<file path="config.mk">
export PLATFORM = sky130hd
export DESIGN_NAME = pss_detector_top
export DESIGN_NICKNAME = d
export VERILOG_FILES = /design/src/pss_pkg.sv /design/src/pss_correlator.sv /design/src/pss_peak_detector.sv /design/src/pss_decision.sv /design/src/pss_apb_regs.sv /design/src/pss_detector_top.sv
export SDC_FILE = /design/constraint.sdc
export NUM_CORES = 2
export LEC_CHECK = 0
export ABC_AREA = 1
export BUFFER_PORTS_ARGS = -buffer_cell sky130_fd_sc_hd__buf_4
export CORE_MARGIN = 2
export CORE_UTILIZATION = 60
export CTS_BUF_LIST = sky130_fd_sc_hd__clkbuf_8
export DETAILED_ROUTE_END_ITERATION = 8
export HOLD_SLACK_MARGIN = 0.15
export PLACE_DENSITY = 0.87
export SETUP_SLACK_MARGIN = 0.3
export SYNTH_ARGS = -nofsm -noshare
export SYNTH_HDL_FRONTEND = slang
export SYNTH_SLANG_ARGS = --single-unit
</file>
<file path="constraint.sdc">
create_clock -name clk_i -period 9.3 [get_ports clk_i]
set_clock_uncertainty 0.15 [all_clocks]
set_input_delay 0.465 -clock clk_i [delete_from_list [all_inputs] [get_ports clk_i]]
set_output_delay 0.465 -clock clk_i [all_outputs]
set_load 0.01 [all_outputs]
</file>
<file path="src/pss_pkg.sv">
package pss_pkg;

    // --------------------------------------------------
    // datapath sizes
    // --------------------------------------------------
    // width of one I or Q component, signed
    localparam int SAMPLE_W = 8;
    localparam int PSS_LEN  = 16;
    localparam int NUM_NID2 = 3;
    // |sum I| + |sum Q|, worst case 2 * 16 * 128
    localparam int MAG_W    = 13;

    // --------------------------------------------------
    // local sequences
    // --------------------------------------------------
    // bit k set -> tap k is +1, clear -> -1
    // tap 0 multiplies the newest sample
    localparam logic [PSS_LEN-1:0] PSS_TAPS_0 = 16'hE8B3;
    localparam logic [PSS_LEN-1:0] PSS_TAPS_1 = 16'h4F1A;
    localparam logic [PSS_LEN-1:0] PSS_TAPS_2 = 16'h7294;

    // --------------------------------------------------
    // operating modes
    // --------------------------------------------------
    localparam logic [1:0] MODE_SEARCH = 2'd0;
    // search limited to the requested N_id_2
    localparam logic [1:0] MODE_FIND   = 2'd1;
    // correlators frozen, code 3 acts the same
    localparam logic [1:0] MODE_PAUSE  = 2'd2;

    // --------------------------------------------------
    // register map
    // --------------------------------------------------
    localparam int APB_ADDR_W = 4;

    // mode [1:0], requested N_id_2 [3:2]
    localparam logic [APB_ADDR_W-1:0] ADDR_CTRL   = 4'h0;
    // detection threshold [12:0]
    localparam logic [APB_ADDR_W-1:0] ADDR_THRESH = 4'h4;
    // last N_id_2 [1:0], detection count [23:8], read only
    localparam logic [APB_ADDR_W-1:0] ADDR_STATUS = 4'h8;
    // last peak magnitude [12:0], read only
    localparam logic [APB_ADDR_W-1:0] ADDR_PEAK   = 4'hC;

endpackage

</file>
<file path="src/pss_correlator.sv">
`timescale 1ns/100ps

module pss_correlator #(
    parameter logic [pss_pkg::PSS_LEN-1:0] TAPS = pss_pkg::PSS_TAPS_0
) (
    input  logic                                clk_i,
    input  logic                                reset_ni,
    input  logic                                en_i,
    input  logic                                sample_valid_i,
    input  logic signed [pss_pkg::SAMPLE_W-1:0] sample_i_i,
    input  logic signed [pss_pkg::SAMPLE_W-1:0] sample_q_i,
    output logic        [pss_pkg::MAG_W-1:0]    mag_o,
    output logic                                mag_valid_o
);

    // room for the sum of PSS_LEN signed samples
    localparam int SUM_W = pss_pkg::SAMPLE_W + $clog2(pss_pkg::PSS_LEN) + 1;

    logic accept;

    // the PSS_LEN-1 previous samples, index 0 is the most recent one
    logic signed [pss_pkg::SAMPLE_W-1:0] hist_i [pss_pkg::PSS_LEN-1];
    logic signed [pss_pkg::SAMPLE_W-1:0] hist_q [pss_pkg::PSS_LEN-1];

    // full correlation window, newest sample at index 0
    logic signed [pss_pkg::SAMPLE_W-1:0] win_i [pss_pkg::PSS_LEN];
    logic signed [pss_pkg::SAMPLE_W-1:0] win_q [pss_pkg::PSS_LEN];

    logic signed [SUM_W-1:0]         sum_i;
    logic signed [SUM_W-1:0]         sum_q;
    logic        [pss_pkg::MAG_W-1:0] abs_i;
    logic        [pss_pkg::MAG_W-1:0] abs_q;

    assign accept = sample_valid_i && en_i;

    always_comb begin
        win_i[0] = sample_i_i;
        win_q[0] = sample_q_i;
        for (int k = 1; k < pss_pkg::PSS_LEN; k++) begin
            win_i[k] = hist_i[k-1];
            win_q[k] = hist_q[k-1];
        end
    end

    // --------------------------------------------------
    // +-1 correlation, tap sign picks add or subtract
    // --------------------------------------------------
    always_comb begin
        sum_i = '0;
        sum_q = '0;
        for (int k = 0; k < pss_pkg::PSS_LEN; k++) begin
            if (TAPS[k]) begin
                sum_i = sum_i + win_i[k];
                sum_q = sum_q + win_q[k];
            end else begin
                sum_i = sum_i - win_i[k];
                sum_q = sum_q - win_q[k];
            end
        end
    end

    // magnitude estimate |Re| + |Im|
    assign abs_i = pss_pkg::MAG_W'(sum_i[SUM_W-1] ? -sum_i : sum_i);
    assign abs_q = pss_pkg::MAG_W'(sum_q[SUM_W-1] ? -sum_q : sum_q);

    // delay line only moves on accepted samples
    always_ff @(posedge clk_i) begin
        if (!reset_ni) begin
            for (int k = 0; k < pss_pkg::PSS_LEN - 1; k++) begin
                hist_i[k] <= '0;
                hist_q[k] <= '0;
            end
            mag_valid_o <= 1'b0;
        end else begin
            mag_valid_o <= accept;
            if (accept) begin
                for (int k = 0; k < pss_pkg::PSS_LEN - 1; k++) begin
                    hist_i[k] <= win_i[k];
                    hist_q[k] <= win_q[k];
                end
            end
        end
    end

    always_ff @(posedge clk_i) begin
        if (accept) begin
            mag_o <= abs_i + abs_q;
        end
    end

endmodule

</file>
<file path="src/pss_peak_detector.sv">
`timescale 1ns/100ps

module pss_peak_detector #(
    parameter int WINDOW_LEN = 8
) (
    input  logic                         clk_i,
    input  logic                         reset_ni,
    input  logic [pss_pkg::MAG_W-1:0]    mag_i,
    input  logic                         mag_valid_i,
    input  logic [pss_pkg::MAG_W-1:0]    thresh_i,
    output logic                         peak_o,
    output logic [pss_pkg::MAG_W-1:0]    peak_mag_o
);

    // previous magnitudes, index 0 is the most recent
    logic [pss_pkg::MAG_W-1:0] hist [WINDOW_LEN];

    logic above_all;
    logic above_thresh;

    // strictly larger than everything still in the window
    always_comb begin
        above_all = 1'b1;
        for (int k = 0; k < WINDOW_LEN; k++) begin
            if (mag_i <= hist[k]) begin
                above_all = 1'b0;
            end
        end
    end

    assign above_thresh = (mag_i >= thresh_i);

    // --------------------------------------------------
    // peak flag and window history
    // --------------------------------------------------
    always_ff @(posedge clk_i) begin
        if (!reset_ni) begin
            for (int k = 0; k < WINDOW_LEN; k++) begin
                hist[k] <= '0;
            end
            peak_o <= 1'b0;
        end else begin
            peak_o <= mag_valid_i && above_thresh && above_all;
            if (mag_valid_i) begin
                hist[0] <= mag_i;
                for (int k = 1; k < WINDOW_LEN; k++) begin
                    hist[k] <= hist[k-1];
                end
            end
        end
    end

    // magnitude travels alongside the flag
    always_ff @(posedge clk_i) begin
        if (mag_valid_i) begin
            peak_mag_o <= mag_i;
        end
    end

endmodule

</file>
<file path="src/pss_decision.sv">
`timescale 1ns/100ps

module pss_decision (
    input  logic                              clk_i,
    input  logic                              reset_ni,
    input  logic [1:0]                        mode_i,
    input  logic [1:0]                        req_nid2_i,
    input  logic [pss_pkg::NUM_NID2-1:0]      peak_i,
    input  logic [pss_pkg::MAG_W-1:0]         peak_mag0_i,
    input  logic [pss_pkg::MAG_W-1:0]         peak_mag1_i,
    input  logic [pss_pkg::MAG_W-1:0]         peak_mag2_i,
    output logic                              corr_en_o,
    output logic [1:0]                        nid2_o,
    output logic                              nid2_valid_o,
    output logic [pss_pkg::MAG_W-1:0]         win_mag_o
);

    logic                      one_hot;
    logic [1:0]                hit_idx;
    logic [pss_pkg::MAG_W-1:0] hit_mag;
    logic                      hit_ok;
    logic                      run;

    // exactly one candidate fired
    always_comb begin
        one_hot = 1'b1;
        hit_idx = 2'd0;
        hit_mag = peak_mag0_i;
        case (peak_i)
            3'b001: begin
                hit_idx = 2'd0;
                hit_mag = peak_mag0_i;
            end
            3'b010: begin
                hit_idx = 2'd1;
                hit_mag = peak_mag1_i;
            end
            3'b100: begin
                hit_idx = 2'd2;
                hit_mag = peak_mag2_i;
            end
            default: one_hot = 1'b0;
        endcase
    end

    // --------------------------------------------------
    // mode rules
    // --------------------------------------------------
    always_comb begin
        case (mode_i)
            pss_pkg::MODE_SEARCH: hit_ok = one_hot;
            pss_pkg::MODE_FIND:   hit_ok = one_hot && (hit_idx == req_nid2_i);
            default:              hit_ok = 1'b0;
        endcase
    end

    // pause and the spare code 3 freeze the correlators
    assign run = (mode_i == pss_pkg::MODE_SEARCH) || (mode_i == pss_pkg::MODE_FIND);

    always_ff @(posedge clk_i) begin
        if (!reset_ni) begin
            corr_en_o    <= 1'b0;
            nid2_valid_o <= 1'b0;
            nid2_o       <= 2'd0;
        end else begin
            corr_en_o    <= run;
            nid2_valid_o <= hit_ok;
            if (hit_ok) begin
                nid2_o <= hit_idx;
            end
        end
    end

    always_ff @(posedge clk_i) begin
        if (hit_ok) begin
            win_mag_o <= hit_mag;
        end
    end

    assert property (@(posedge clk_i) disable iff (!reset_ni)
        nid2_valid_o |-> (nid2_o < 2'd3));

endmodule

</file>
<file path="src/pss_apb_regs.sv">
`timescale 1ns/100ps

module pss_apb_regs (
    input  logic                              clk_i,
    input  logic                              reset_ni,
    input  logic [pss_pkg::APB_ADDR_W-1:0]    paddr_i,
    input  logic                              psel_i,
    input  logic                              penable_i,
    input  logic                              pwrite_i,
    input  logic [31:0]                       pwdata_i,
    input  logic [1:0]                        nid2_i,
    input  logic                              nid2_valid_i,
    input  logic [pss_pkg::MAG_W-1:0]         win_mag_i,
    output logic [31:0]                       prdata_o,
    output logic                              pready_o,
    output logic                              pslverr_o,
    output logic [1:0]                        mode_o,
    output logic [1:0]                        req_nid2_o,
    output logic [pss_pkg::MAG_W-1:0]         thresh_o
);

    logic                      access;
    logic                      first_access;
    logic                      wr_en;
    logic                      addr_err;
    logic                      read_only;
    logic                      slv_err;
    logic [31:0]               rd_data;

    // status
    logic [15:0]               det_count;
    logic [1:0]                last_nid2;
    logic [pss_pkg::MAG_W-1:0] last_peak;

    assign access       = psel_i && penable_i;
    assign first_access = access && !pready_o;
    // pslverr_o is already known when the write would commit
    assign wr_en        = access && pready_o && pwrite_i && !pslverr_o;

    // --------------------------------------------------
    // address decode and read mux
    // --------------------------------------------------
    always_comb begin
        rd_data   = '0;
        addr_err  = 1'b0;
        read_only = 1'b0;
        case (paddr_i)
            pss_pkg::ADDR_CTRL:   rd_data = {28'd0, req_nid2_o, mode_o};
            pss_pkg::ADDR_THRESH: rd_data = {{(32 - pss_pkg::MAG_W){1'b0}}, thresh_o};
            pss_pkg::ADDR_STATUS: begin
                rd_data   = {8'd0, det_count, 6'd0, last_nid2};
                read_only = 1'b1;
            end
            pss_pkg::ADDR_PEAK: begin
                rd_data   = {{(32 - pss_pkg::MAG_W){1'b0}}, last_peak};
                read_only = 1'b1;
            end
            default: addr_err = 1'b1;
        endcase
    end

    assign slv_err = addr_err || (pwrite_i && read_only);

    // one wait state, response lands on the second access cycle
    always_ff @(posedge clk_i) begin
        if (!reset_ni) begin
            pready_o  <= 1'b0;
            pslverr_o <= 1'b0;
        end else begin
            pready_o  <= first_access;
            pslverr_o <= first_access && slv_err;
        end
    end

    always_ff @(posedge clk_i) begin
        if (first_access) begin
            prdata_o <= pwrite_i ? 32'd0 : rd_data;
        end
    end

    // --------------------------------------------------
    // control registers
    // --------------------------------------------------
    always_ff @(posedge clk_i) begin
        if (!reset_ni) begin
            mode_o     <= pss_pkg::MODE_SEARCH;
            req_nid2_o <= 2'd0;
            thresh_o   <= '0;
        end else if (wr_en) begin
            case (paddr_i)
                pss_pkg::ADDR_CTRL: begin
                    mode_o     <= pwdata_i[1:0];
                    req_nid2_o <= pwdata_i[3:2];
                end
                pss_pkg::ADDR_THRESH: thresh_o <= pwdata_i[pss_pkg::MAG_W-1:0];
                default: ;
            endcase
        end
    end

    // detection count wraps
    always_ff @(posedge clk_i) begin
        if (!reset_ni) begin
            det_count <= '0;
            last_nid2 <= 2'd0;
            last_peak <= '0;
        end else if (nid2_valid_i) begin
            det_count <= det_count + 16'd1;
            last_nid2 <= nid2_i;
            last_peak <= win_mag_i;
        end
    end

    assert property (@(posedge clk_i) disable iff (!reset_ni)
        pready_o |-> (psel_i && penable_i));

endmodule

</file>
<file path="src/pss_detector_top.sv">
`timescale 1ns/100ps

module pss_detector_top #(
    parameter int WINDOW_LEN = 8
) (
    input  logic                                clk_i,
    input  logic                                reset_ni,
    // samples
    input  logic                                sample_valid_i,
    input  logic signed [pss_pkg::SAMPLE_W-1:0] sample_i_i,
    input  logic signed [pss_pkg::SAMPLE_W-1:0] sample_q_i,
    // APB
    input  logic [pss_pkg::APB_ADDR_W-1:0]      paddr_i,
    input  logic                                psel_i,
    input  logic                                penable_i,
    input  logic                                pwrite_i,
    input  logic [31:0]                         pwdata_i,
    output logic [31:0]                         prdata_o,
    output logic                                pready_o,
    output logic                                pslverr_o,
    // result
    output logic [1:0]                          nid2_o,
    output logic                                nid2_valid_o
);

    // tap words of all candidates, N_id_2 0 in the low bits
    localparam logic [pss_pkg::NUM_NID2*pss_pkg::PSS_LEN-1:0] TAPS_ALL =
        {pss_pkg::PSS_TAPS_2, pss_pkg::PSS_TAPS_1, pss_pkg::PSS_TAPS_0};

    logic [1:0]                   mode;
    logic [1:0]                   req_nid2;
    logic [pss_pkg::MAG_W-1:0]    thresh;
    logic                         corr_en;
    logic [pss_pkg::MAG_W-1:0]    win_mag;

    logic [pss_pkg::MAG_W-1:0]    mag      [pss_pkg::NUM_NID2];
    logic [pss_pkg::NUM_NID2-1:0] mag_valid;
    logic [pss_pkg::NUM_NID2-1:0] peak;
    logic [pss_pkg::MAG_W-1:0]    peak_mag [pss_pkg::NUM_NID2];

    // --------------------------------------------------
    // one correlator and peak detector per N_id_2
    // --------------------------------------------------
    for (genvar n = 0; n < pss_pkg::NUM_NID2; n++) begin : g_chan
        pss_correlator #(
            .TAPS(TAPS_ALL[n*pss_pkg::PSS_LEN +: pss_pkg::PSS_LEN])
        ) correlator_i (
            .clk_i(clk_i),
            .reset_ni(reset_ni),
            .en_i(corr_en),
            .sample_valid_i(sample_valid_i),
            .sample_i_i(sample_i_i),
            .sample_q_i(sample_q_i),
            .mag_o(mag[n]),
            .mag_valid_o(mag_valid[n])
        );

        pss_peak_detector #(
            .WINDOW_LEN(WINDOW_LEN)
        ) peak_detector_i (
            .clk_i(clk_i),
            .reset_ni(reset_ni),
            .mag_i(mag[n]),
            .mag_valid_i(mag_valid[n]),
            .thresh_i(thresh),
            .peak_o(peak[n]),
            .peak_mag_o(peak_mag[n])
        );
    end

    pss_decision decision_i (
        .clk_i(clk_i),
        .reset_ni(reset_ni),
        .mode_i(mode),
        .req_nid2_i(req_nid2),
        .peak_i(peak),
        .peak_mag0_i(peak_mag[0]),
        .peak_mag1_i(peak_mag[1]),
        .peak_mag2_i(peak_mag[2]),
        .corr_en_o(corr_en),
        .nid2_o(nid2_o),
        .nid2_valid_o(nid2_valid_o),
        .win_mag_o(win_mag)
    );

    pss_apb_regs apb_regs_i (
        .clk_i(clk_i),
        .reset_ni(reset_ni),
        .paddr_i(paddr_i),
        .psel_i(psel_i),
        .penable_i(penable_i),
        .pwrite_i(pwrite_i),
        .pwdata_i(pwdata_i),
        .nid2_i(nid2_o),
        .nid2_valid_i(nid2_valid_o),
        .win_mag_i(win_mag),
        .prdata_o(prdata_o),
        .pready_o(pready_o),
        .pslverr_o(pslverr_o),
        .mode_o(mode),
        .req_nid2_o(req_nid2),
        .thresh_o(thresh)
    );

endmodule

</file>
==> flow_metrics.py <==
metrics = {
    "status": {
        "status": "finished clean",
    },
    "global_route": {
        "grt_pass1_vias": 47810,
        "gr-total-overflow": 0,
        "grt_antenna_before_repair": 1,
        "grt_pass1_wl_mm": 237.7,
        "grt_max_degree": 209,
        "grt_use_total": 0.2798,
    },
    "worst_setup_path": {
        "crit_path_start": "g_chan[2].correlator_i.hist_q[0][3]$_SDFFCE_PN0P_",
        "rr_startpoint": "g_chan[2].correlator_i.hist_q[0][3]$_SDFFCE_PN0P_",
        "cpMostUsedCell": "inv_1",
        "critPathCaptureType": "flop",
        "critPathMaxStageDelay_ns": 0.56,
        "slowest_stage": "fa_1",
        "cp_data_arrival_time_ns": 9.42,
        "worstSetupPathType": "flop to flop",
        "path_max_fanout": 6,
        "cp-start-kind": "flop",
        "critical_path.top_delay_family": "adder cells",
        "critPathRequiredTime_ns": 9.71,
        "crit_buf_inv": 12,
    },
    "placed_design": {
        "portBuffers": 67,
        "gp_congestion": 0.9315,
        "dp_hpwl_mm": 112.3,
        "place_area_um2": 64950,
    },
    "synthesis": {
        "ys_ff_latch": 725,
        "synth-simple-area-share": 0.1257,
        "synth_edf_count": 667,
        "yosys.area.top_type_share": 0.3196,
        "post-synth-top-count-cell": "inv_1",
        "yosys-mux-area-fraction": 0,
        "ys.flop_type": "edfxtp_1",
        "synthArstFlopShare": 0,
        "syn_area_per_cell_um2": 9.540,
        "ys_top_cells_by_count": "1,789 x inv_1, 900 x nand2_1, 737 x fa_1",
        "yosys-top-cells-area": "edfxtp_1 32%, fa_1 24%, ha_1 11%, inv_1 11%, nand2_1 5.4%",
        "seq_area_frac_synth": 0.3381,
        "synth_xor_area_frac": 0.02597,
        "syn-instance-count": 6570,
        "synth_cell_types": 57,
        "yosysTopAreaCell": "edfxtp_1",
        "synthAdderAreaFrac": 0.3472,
        "synth_compound_area_frac": 0.04941,
        "synthesis.area_um2": 62680,
        "yosys_warnings": 0,
        "synth_top_family_by_area": "adder cells",
    },
    "cts": {
        "numCtsBuffers": 120,
        "clock-sinks": 725,
        "cts_tree": "built",
        "cts_buffer_depth": 3,
        "clk_latency_ns": 0.83,
        "clk_pin_slew_ns": 0.07,
        "cts_root_buf": "clkbuf_8",
        "cts.htree.levels": 3,
    },
    "timing": {
        "rsz0062_at_grt": "true",
        "drv_slew": 0,
        "period_minus_slack_ns": 9.013,
        "worstMarginPinSlew_ns": 1.192,
        "fmax_mhz": 110.9,
        "final-setup-viol-count": 0,
        "timing.slew.headroom": 0.2052,
        "hold_violations": 0,
        "fin_crit_sh": 0.9692,
    },
    "cells_and_area": {
        "nets": 8150,
        "syn_to_final_growth_pct": 9.724,
        "drive_gt1_frac": 0.06852,
        "final_cell_area_um2": 68770,
        "fillers": 6976,
    },
    "detailed_routing": {
        "drt-pass1-iter-count": 7,
        "avgViaCountPerCell": 5.465,
        "wl_per_cell_um": 18.29,
        "ant_nets": 0,
        "drc_errors": 0,
        "first_iter_violations": 3926,
        "wl_met2_mm": 77.97,
        "maxUsedRoutingLayer": "met4",
        "wl_met1_mm": 54.56,
        "wl_met3_mm": 10.13,
        "routed_wl_mm": 151.5,
        "dr_total_vias": 45270,
    },
    "flow_run": {
        "maxCapViolations": 0,
    },
    "die": {
        "die_w_um": 327.2,
        "rows": 118,
        "io_pins": 95,
        "die-area_um2": 107100,
        "core_area_um2": 103500,
        "fp.dieH_um": 327.2,
        "initial_core_util": 0.6056,
    },
    "min_path": {
        "hold_class": "input port to flop",
        "worstHoldStart": "paddr_i[1]",
    },
}
==> cells in the final DEF (no fill, tap or decap), drive strengths merged, types with 166 or more instances in the layout <==
cell,instances
ha,560
edfxtp,667
nand3,172
fa,737
nor2,666
a21oi,296
o21ai,166
inv,1851
nand2,912
==> worst reg2reg max path: cells and delay by family, from the launching register on <==
family                   cells  cell delay [ns]
AND/OR/NAND/NOR             12             1.14
flip-flops                   1             0.37
buffers and inverters       12             0.86
XOR/XNOR                     2             0.34
adder cells (fa/ha/maj)     10             4.49
AO/OA/AOI/OAI                9             1.40
==> state kept, by name, indices dropped and copies added (netlist names), 3 cells and up <==
register,cells
g_chan.peak_detector_i.hist,312
g_chan.correlator_i.hist_i,120
g_chan.correlator_i.hist_q,120
g_chan.correlator_i.mag_o,39
g_chan.peak_detector_i.peak_mag_o,39
apb_regs_i.prdata_o,24
apb_regs_i.det_count,16
apb_regs_i.last_peak,13
apb_regs_i.thresh_o,13
decision_i.win_mag_o,13
g_chan.peak_detector_i.peak_o,3
==> cells by family after synthesis <==
kind of cell | Yosys count
AND/OR/NAND/NOR | 1918
buffers and inverters | 1885
adder cells (fa/ha/maj) | 1297
flip-flops | 725
AO/OA/AOI/OAI | 562
XOR/XNOR | 182
other | 1
==> final timing paths <==
kind	endpoint	slack [ns]	depth (start not counted)
setup reg to reg	g_chan[0].correlator_i.mag_o[12]$_DFFE_PP_	0.29	45
setup / recovery	g_chan[0].correlator_i.mag_o[12]$_DFFE_PP_	0.29	45
hold / removal	apb_regs_i.prdata_o[5]$_SDFFCE_PP0P_	0.24	6
hold reg to reg	apb_regs_i.last_peak[10]$_SDFFE_PN0P_	0.31	2
==> per-stage QoR <==
stage | setup slack (ns) | instances | hold WS [ns] | util | TNS (ns)
after floorplan | 0.7873 | 6577 | 0.2759 | - | 0
after global placement | 0.06181 | 7981 | 0.2939 | 0.6275 | 0
after detailed placement | -0.2558 | 7981 | 0.2988 | 0.6275 | -1.946
after CTS | 0.2936 | 8265 | 0.1755 | 0.6581 | 0
after global routing | -0.005774 | 8284 | 0.3009 | 0.6645 | -0.005774
final | 0.2869 | 8284 | 0.2427 | 0.6645 | 0
==> area by class of cell <==
| class | count | area (µm²) | share of cell area |
|---|---|---|---|
| well taps | 1380 | 1727 | 0.02511 |
| flip-flops and latches | 725 | 21190 | 0.3081 |
| clock inverters | 93 | 689.4 | 0.01002 |
| diodes | 1 | 2.502 | 0.00003639 |
| clock buffers | 137 | 1886 | 0.02742 |
| inverters | 1794 | 6736 | 0.09795 |
| repair buffers | 187 | 1545 | 0.02247 |
| multi-input cells | 3967 | 34990 | 0.5088 |
==> per-layer routing <==
| layer | up-vias | global-route usage |
|---|---|---|
| li1 | 20740 | - |
| met1 | 21940 | 0.3232 |
| met3 | 591 | 0.03936 |
| met5 | - | 0 |
| met2 | 1999 | 0.5043 |
| met4 | 0 | 0.1480 |
==> repair_timing <==
| item | in CTS | in global routing |
|---|---|---|
| pin swaps | 6 | 32 |
| endpoints found under the hold margin | 97 | 0 |
| hold buffers | 50 | 0 |
| endpoints found under the setup margin | 10 | 30 |
| gates resized for setup | 14 | 127 |
| buffers inserted | 4 | 18 |
Power is left out: the tool's default activity adds up to more than one toggle a clock period on the data nets, which glitch-free logic cannot reach.
